<file path="src/verilog/adc_frontend_pkg.sv">
package adc_frontend_pkg;

   localparam int ADC_WIDTH = 12;
   localparam int GAIN_WIDTH = 8;
   localparam int LED_MODE_WIDTH = 2;

   typedef logic [ADC_WIDTH-1:0] adc_sample_t;

   // msb picks the compare: 1 fires above the level, 0 below
   typedef logic [ADC_WIDTH-1:0] trig_level_t;

   // pwm increment per clk_usb cycle
   typedef logic [GAIN_WIDTH-1:0] gain_t;

   typedef logic [LED_MODE_WIDTH-1:0] led_mode_t;

   localparam led_mode_t LED_MODE_STATUS = 2'd0; // armed / capture status
   localparam led_mode_t LED_MODE_TIMER = 2'd1;  // heartbeat on both leds

   // level trigger, one shot per arming
   typedef enum logic {
      TRIG_IDLE,
      TRIG_ALLOWED
   } trig_state_t;

endpackage
</file>
<file path="src/verilog/adc_frontend_top.sv">
`timescale 1ns/100ps

module adc_frontend_top #(
   parameter int pTIMER_WIDTH = 26
) (
   input  logic                          clk_usb,
   input  logic                          reset,

   // adc samples, one strobe per sample
   input  logic                          adc_valid_i,
   input  adc_frontend_pkg::adc_sample_t adc_data_i,
   input  logic                          source_adc_i,
   output logic                          adc_sample_valid_o,
   output adc_frontend_pkg::adc_sample_t adc_sample_o,

   // level trigger
   input  adc_frontend_pkg::trig_level_t trigger_level_i,
   input  logic                          armed_and_ready_i,
   output logic                          trigger_adc_o,

   input  adc_frontend_pkg::gain_t       gain_i,
   output logic                          amp_gain_o,

   // heartbeat and leds
   input  adc_frontend_pkg::led_mode_t   led_select_i,
   input  logic                          armed_i,
   input  logic                          capture_active_i,
   output logic                          freq_measure_o,
   output logic                          flash_pattern_o,
   output logic                          led_armed_o,
   output logic                          led_capture_o
);

   logic                          sample_valid;
   adc_frontend_pkg::adc_sample_t sample_data;

   adc_sample_path u_sample_path (
      .clk_usb        (clk_usb),
      .reset          (reset),
      .adc_valid_i    (adc_valid_i),
      .adc_data_i     (adc_data_i),
      .source_adc_i   (source_adc_i),
      .sample_valid_o (sample_valid),
      .sample_o       (sample_data)
   );

   assign adc_sample_valid_o = sample_valid;
   assign adc_sample_o = sample_data;

   adc_level_trigger u_level_trigger (
      .clk_usb           (clk_usb),
      .reset             (reset),
      .sample_valid_i    (sample_valid),
      .sample_i          (sample_data),
      .level_i           (trigger_level_i),
      .armed_and_ready_i (armed_and_ready_i),
      .trigger_o         (trigger_adc_o)
   );

   amp_gain_pwm u_amp_gain_pwm (
      .clk_usb    (clk_usb),
      .reset      (reset),
      .gain_i     (gain_i),
      .amp_gain_o (amp_gain_o)
   );

   heartbeat_led #(
      .pTIMER_WIDTH (pTIMER_WIDTH)
   ) u_heartbeat_led (
      .clk_usb          (clk_usb),
      .reset            (reset),
      .led_select_i     (led_select_i),
      .armed_i          (armed_i),
      .capture_active_i (capture_active_i),
      .freq_measure_o   (freq_measure_o),
      .flash_pattern_o  (flash_pattern_o),
      .led_armed_o      (led_armed_o),
      .led_capture_o    (led_capture_o)
   );

endmodule

</file>
<file path="src/verilog/heartbeat_led.sv">
`timescale 1ns/100ps

module heartbeat_led #(
   parameter int pTIMER_WIDTH = 26
) (
   input  logic                        clk_usb,
   input  logic                        reset,
   input  adc_frontend_pkg::led_mode_t led_select_i,
   input  logic                        armed_i,
   input  logic                        capture_active_i,
   output logic                        freq_measure_o,
   output logic                        flash_pattern_o,
   output logic                        led_armed_o,
   output logic                        led_capture_o
);

   logic [pTIMER_WIDTH-1:0]     timer_heartbeat;
   logic                        measure_bit_q;
   adc_frontend_pkg::led_mode_t led_mode;

   // free running, bit W-4 paces the frequency strobe
   always_ff @(posedge clk_usb) begin
      if (reset) begin
         timer_heartbeat <= '0;
         measure_bit_q <= 1'b0;
         freq_measure_o <= 1'b0;
      end
      else begin
         timer_heartbeat <= timer_heartbeat + 1'b1;
         measure_bit_q <= timer_heartbeat[pTIMER_WIDTH-4];
         freq_measure_o <= timer_heartbeat[pTIMER_WIDTH-4] & ~measure_bit_q;
      end
   end

   // reload only in the upper half of the timer period
   always_ff @(posedge clk_usb) begin
      if (reset) begin
         flash_pattern_o <= 1'b0;
      end
      else if (timer_heartbeat[pTIMER_WIDTH-1]) begin
         flash_pattern_o <= ~timer_heartbeat[pTIMER_WIDTH-3];
      end
   end

   // modes 2 and 3 fold onto the status view
   assign led_mode = (led_select_i == adc_frontend_pkg::LED_MODE_TIMER) ?
                     adc_frontend_pkg::LED_MODE_TIMER :
                     adc_frontend_pkg::LED_MODE_STATUS;

   always_comb begin
      if (led_mode == adc_frontend_pkg::LED_MODE_TIMER) begin
         led_armed_o = timer_heartbeat[pTIMER_WIDTH-2];
         led_capture_o = timer_heartbeat[pTIMER_WIDTH-2];
      end
      else begin
         led_armed_o = armed_i;
         led_capture_o = capture_active_i;
      end
   end

   a_freq_single_pulse: assert property (
      @(posedge clk_usb) disable iff (reset)
      freq_measure_o |=> !freq_measure_o
   );

endmodule

</file>
<file path="src/verilog/amp_gain_pwm.sv">
`timescale 1ns/100ps

module amp_gain_pwm (
   input  logic                    clk_usb,
   input  logic                    reset,
   input  adc_frontend_pkg::gain_t gain_i,
   output logic                    amp_gain_o
);

   // one carry bit on top of the gain width
   logic [adc_frontend_pkg::GAIN_WIDTH:0] pwm_acc;

   // carry out every time the low bits wrap, gain_i times per 256 cycles
   always_ff @(posedge clk_usb) begin
      if (reset) begin
         pwm_acc <= '0;
      end
      else begin
         pwm_acc <= {1'b0, pwm_acc[adc_frontend_pkg::GAIN_WIDTH-1:0]}
                    + {1'b0, gain_i};
      end
   end

   assign amp_gain_o = pwm_acc[adc_frontend_pkg::GAIN_WIDTH]; // registered carry

endmodule

</file>
<file path="src/verilog/adc_level_trigger.sv">
`timescale 1ns/100ps

module adc_level_trigger (
   input  logic                          clk_usb,
   input  logic                          reset,
   input  logic                          sample_valid_i,
   input  adc_frontend_pkg::adc_sample_t sample_i,
   input  adc_frontend_pkg::trig_level_t level_i,
   input  logic                          armed_and_ready_i,
   output logic                          trigger_o
);

   adc_frontend_pkg::trig_state_t state;
   logic                          armed_and_ready_q;
   logic                          arm_rise;
   logic                          level_hit;
   logic                          fire_check;

   assign arm_rise = armed_and_ready_i & ~armed_and_ready_q;

   // level msb selects above / below
   always_comb begin
      if (level_i[adc_frontend_pkg::ADC_WIDTH-1]) begin
         level_hit = sample_i > level_i;
      end
      else begin
         level_hit = sample_i < level_i;
      end
   end

   // no second compare while the first pulse is still out
   assign fire_check = (state == adc_frontend_pkg::TRIG_ALLOWED) && sample_valid_i
                       && !trigger_o;

   always_ff @(posedge clk_usb) begin
      if (reset) begin
         state <= adc_frontend_pkg::TRIG_IDLE;
         armed_and_ready_q <= 1'b0;
         trigger_o <= 1'b0;
      end
      else begin
         armed_and_ready_q <= armed_and_ready_i;

         if (fire_check) begin
            trigger_o <= level_hit;
         end
         else begin
            trigger_o <= 1'b0;
         end

         case (state)
            adc_frontend_pkg::TRIG_IDLE: begin
               if (arm_rise) begin
                  state <= adc_frontend_pkg::TRIG_ALLOWED;
               end
            end
            adc_frontend_pkg::TRIG_ALLOWED: begin
               if (trigger_o) begin
                  state <= adc_frontend_pkg::TRIG_IDLE; // one shot used up
               end
            end
            default: begin
               state <= adc_frontend_pkg::TRIG_IDLE;
            end
         endcase
      end
   end

   a_trigger_one_cycle: assert property (
      @(posedge clk_usb) disable iff (reset)
      trigger_o |=> !trigger_o
   );

endmodule

</file>
<file path="src/verilog/adc_sample_path.sv">
`timescale 1ns/100ps

module adc_sample_path (
   input  logic                          clk_usb,
   input  logic                          reset,
   input  logic                          adc_valid_i,
   input  adc_frontend_pkg::adc_sample_t adc_data_i,
   input  logic                          source_adc_i,  // 0 = test counter
   output logic                          sample_valid_o,
   output adc_frontend_pkg::adc_sample_t sample_o
);

   adc_frontend_pkg::adc_sample_t test_count;
   adc_frontend_pkg::adc_sample_t sample_pre;
   adc_frontend_pkg::adc_sample_t sample_sel;
   logic                          valid_pre;

   assign sample_sel = source_adc_i ? adc_data_i : test_count;

   // counting pattern, steps once per accepted strobe
   always_ff @(posedge clk_usb) begin
      if (reset) begin
         test_count <= '0;
      end
      else if (adc_valid_i) begin
         test_count <= test_count + 1'b1;
      end
   end

   // two stage resample, valid bits carry the strobe along
   always_ff @(posedge clk_usb) begin
      if (reset) begin
         valid_pre <= 1'b0;
         sample_valid_o <= 1'b0;
      end
      else begin
         valid_pre <= adc_valid_i;
         sample_valid_o <= valid_pre;
      end
   end

   always_ff @(posedge clk_usb) begin
      if (adc_valid_i) begin
         sample_pre <= sample_sel;
      end
      if (valid_pre) begin
         sample_o <= sample_pre;
      end
   end

   a_valid_known: assert property (
      @(posedge clk_usb) disable iff (reset)
      !$isunknown(sample_valid_o)
   );

endmodule

</file>
<file path="config.mk">
export PLATFORM = sky130hd
export DESIGN_NAME = adc_frontend_top
export DESIGN_NICKNAME = d
export VERILOG_FILES = /design/src/verilog/adc_frontend_pkg.sv /design/src/verilog/adc_frontend_top.sv /design/src/verilog/heartbeat_led.sv /design/src/verilog/amp_gain_pwm.sv /design/src/verilog/adc_level_trigger.sv /design/src/verilog/adc_sample_path.sv
export SDC_FILE = /design/constraint.sdc
export NUM_CORES = 1
export LEC_CHECK = 0
export ABC_AREA = 1
export BUFFER_PORTS_ARGS = -buffer_cell sky130_fd_sc_hd__buf_2
export CELL_PAD_IN_SITES_DETAIL_PLACEMENT = 0
export CELL_PAD_IN_SITES_GLOBAL_PLACEMENT = 1
export CORE_MARGIN = 1.5
export CORE_UTILIZATION = 38
export DETAILED_ROUTE_END_ITERATION = 7
export PLACE_DENSITY = 0.75
export SYNTH_ARGS = -nofsm -noshare
export SYNTH_HDL_FRONTEND = slang
export SYNTH_SLANG_ARGS = --single-unit
export TNS_END_PERCENT = 1
</file>
<file path="constraint.sdc">
create_clock -name clk_usb -period 1.41 [get_ports clk_usb]
set_clock_uncertainty 0.2 [all_clocks]
set_input_delay 0.0705 -clock clk_usb [delete_from_list [all_inputs] [get_ports clk_usb]]
set_output_delay 0.0705 -clock clk_usb [all_outputs]
set_load 0.01 [all_outputs]
</file>
==> metrics.md <==
| Metric | Value |
|---|---|
| Outcome | `finished with violations` |
| Failing checks | `hold timing, setup timing` |
| Fmax | `625 MHz` |
| Drt pass-1 iters | `4` |
| CTS Hold Buffers Added | `18` |
| Worst R2R Path Depth | `8` |
| Predominant post-synthesis flop cell | `dfxtp_1` |
| Initial antenna violation count | `0` |
| Row cnt | `36` |
| RR Startpoint | `u_sample_path.sample_o[9]$_DFFE_PP_` |
| RR Endpoint | `u_level_trigger.trigger_o$_SDFF_PP0_` |
| Worst-margin pin slew | `351 ps` |
| Fin crit period | `1600 ps` |
| Placed inst area | `4650 sq um` |
| Hold Path End | `u_amp_gain_pwm.pwm_acc[3]$_SDFF_PP0_` |
| Clk Latency, worst-skew pair | `350 ps` |
| Reg clk slew, reported paths | `90 ps` |
| Psw | `1.44 mW` |
| Non-Filler Instances | `766` |
| Register-to-register setup slack | `-190 ps` |
| Global route overflow | `0` |
| First-pass GRT wire length | `15.8 mm` |
| Final Hold Fails | `6` |
| Asr flop ratio synth | `0` |
| Net Count, Synth | `563` |
| Longest Clk Path Bufs | `2` |
| VDD IR-drop max | `0.735 mV` |
| Final Setup Violations | `8` |
| Die W | `104 microns` |
| Mapped Cells | `499` |
| Routed WL per cell | `12.3 microns` |
| Arrival time worst endpoint | `1660 ps` |
| Slew HR | `0.766` |
| Largest net degree at the start of global routing | `30` |
| RSZ-0062 raised after global routing | `yes` |
| Core footprint | `9860 sq um` |
| Drc violations | `0` |
| Filler cell count | `969` |
| Hold Crit Class | `in -> reg` |
| Vias/cell | `4.73` |
| Total Wirelength | `9.39 mm` |
| Number of synthesized flops with an enable pin | `24` |
| Clock root cell | `clkbuf_8` |
| Seq/Total Area, Yosys | `0.466` |
| Port Buffers | `59` |
| CP endpoint kind | `flop` |
| Post-DP HPWL | `6.57 mm` |
| CTS tree | `done` |
| Pwr dens | `929 nW/um^2` |
| Initial Util | `0.396` |
| Sequential Power Share | `0.506` |
| Post-Syn Area per Cell | `7.83 sq um` |
| Req. time, crit path | `1470 ps` |
| Area grow syn2layout | `37.7%` |
| Leakage power total | `2.22 nW` |
| Diodes inserted | `0` |
| Die Y | `104 microns` |
| Min-delay src | `gain_i[3]` |
| Die outline area | `10900 sq um` |
| Max Cap Viol | `0` |
| Slew Limit Fails | `0` |
| Global placement routability congestion | `0.815` |
| YS warnings | `0` |
| TritonCTS buffer count | `9` |
| Hold Path Depth | `3` |
| Clk sinks | `79` |
| Layout cell share with drive strength beyond 1 | `0.348` |
| Synth unique cells | `34` |
| Cell internal pwr | `3.56 mW` |
| Final antenna-violating net count | `0` |
| Switching Share | `0.287` |
| # IOs | `60` |
| Placed Instances | `725` |
| GRT Overall Usage | `0.178` |
| Finished Cell Area | `5380 sq um` |
| Vias in the first global route | `3580` |
| Final WS setup | `-190 ps` |
| Post-place setup slack | `-223 ps` |
| Setup CP Type | `reg -> reg` |
| 1st-iter DRT viols | `151` |
| Clock share of power | `0.314` |
| Hold WS | `-142 ps` |
| H-tree Lvls | `3` |
| Type of origin of the critical path | `flop` |
| Register bit total from synthesis | `79` |
| Post-synthesis cell area | `3910 sq um` |
| Tcrit/Tclk final | `1.13` |
| CP Max Fanout | `3` |
| Total Nets Final | `692` |
| Combinational fraction of design power | `0.179` |
| Vias | `3626` |
==> how the worst max path moves through the flow <==
| stage | start | to | slack [ps] | cells past startpoint |
|---|---|---|---|---|
| floorplan | u_sample_path.sample_o[11]$_DFFE_PP_ | u_level_trigger.trigger_o$_SDFF_PP0_ | -160 | 8 |
| global placement | u_amp_gain_pwm.pwm_acc[0]$_SDFF_PP0_ | u_amp_gain_pwm.pwm_acc[4]$_SDFF_PP0_ | -180 | 6 |
| detailed placement | u_amp_gain_pwm.pwm_acc[0]$_SDFF_PP0_ | u_amp_gain_pwm.pwm_acc[4]$_SDFF_PP0_ | -220 | 6 |
| CTS | u_sample_path.sample_o[7]$_DFFE_PP_ | u_level_trigger.trigger_o$_SDFF_PP0_ | -160 | 8 |
| global route | u_sample_path.sample_o[6]$_DFFE_PP_ | u_level_trigger.trigger_o$_SDFF_PP0_ | -320 | 10 |
| finish | u_sample_path.sample_o[9]$_DFFE_PP_ | u_level_trigger.trigger_o$_SDFF_PP0_ | -190 | 8 |
==> state kept, by name, summed over array words and instances (netlist names), 9 cells and up <==
name	cells
u_amp_gain_pwm.pwm_acc	9
u_heartbeat_led.timer_heartbeat	26
u_sample_path.sample_o	12
u_sample_path.sample_pre	12
u_sample_path.test_count	12
==> per-stage QoR <==
| stage | hold WS [ps] | total power, mW | utilization | setup TNS (ps) |
|---|---|---|---|---|
| 5_1_grt | -130 | 5.29 | 0.545 | -2950 |
| 3_3_place_gp | 87.0 | 3.24 | 0.472 | -1420 |
| 4_1_cts | -152 | 5.00 | 0.528 | -924 |
| 2_1_floorplan | -17.0 | 2.97 | - | -540 |
| 6_report | -142 | 5.00 | 0.545 | -688 |
| 3_5_place_dp | 100 | 3.26 | 0.472 | -2090 |
==> power groups by stage <==
stage	Combinational, mW	Clock, mW	Sequential, mW
floorplan	0.411	0	2.56
global placement	0.681	0	2.56
detailed placement	0.700	0	2.56
CTS	0.853	1.62	2.53
global route	1.01	1.74	2.54
finish	0.897	1.57	2.53
==> timing repair <==
action                                  4_1_cts  5_1_grt
resized for setup                            51       49
gates cloned                                  0        0
buffers inserted                              4        3
hold endpoints to repair                     27        5
pin swaps                                    13       11
endpoints found under the setup margin       31       40
==> worst max-delay path: stages (launching register included) <==
cell	delay (ps)
edfxtp_1	440
ha_4	300
nand2_2	60
nor2_4	130
nand2_2	80
o21ai_1	120
inv_1	50
nor2_1	90
nor2_1	40
==> cell families after synthesis <==
group                    after synthesis  synth area share
AO/OA/AOI/OAI                         79             0.105
XOR/XNOR                               2           0.00448
adder cells (fa/ha/maj)               23            0.0756
buffers and inverters                 76            0.0733
flip-flops                            79             0.466
multiplexers                           1           0.00288
AND/OR/NAND/NOR                      239             0.273
==> layer usage <==
metal	track usage	vias to the layer above	share of wire
met4	0.0556	0	0.022
met5	0	-	0
li1	-	1884	-
met3	0.0351	20	0.032
met2	0.312	68	0.49
met1	0.218	1654	0.46
==> area by class of cell <==
cell class	instances	area (sq um)	share of cell area
tap	133	166	0.0309
multi-input combinational	344	2080	0.386
inverter	68	265	0.0493
clock buffer	9	124	0.0230
timing repair buffer	126	842	0.157
clock inverter	7	53.8	0.0100
sequential	79	1850	0.344
==> cells in the final DEF (no fill, tap or decap), types with 10 or more instances in the layout <==
cell type,count
a21oi_1,35
buf_2,60
buf_4,48
dfxtp_1,35
dfxtp_2,18
dlygate4sd3_1,17
edfxtp_1,24
ha_1,12
inv_1,62
nand2_1,107
nand2_2,16
nand3_1,14
nor2_1,41
nor2_2,16
o21ai_0,20
o21ai_1,10
==> synthesized netlist by cell type, drive strengths merged, types with 2 or more instances <==
cell type,instances,area share
a21oi,42,0.054
and3,2,0.0032
buf,2,0.0022
clkbuf,6,0.0058
dfxtp,55,0.28
edfxtp,24,0.18
ha,22,0.070
inv,67,0.064
nand2,123,0.12
nand3,20,0.031
nand3b,9,0.017
nand4,9,0.014
nor2,65,0.073
nor3,8,0.010
o21a,3,0.0058
o21ai,31,0.040
or2,3,0.0048
(Power assumes the default switching activity.)
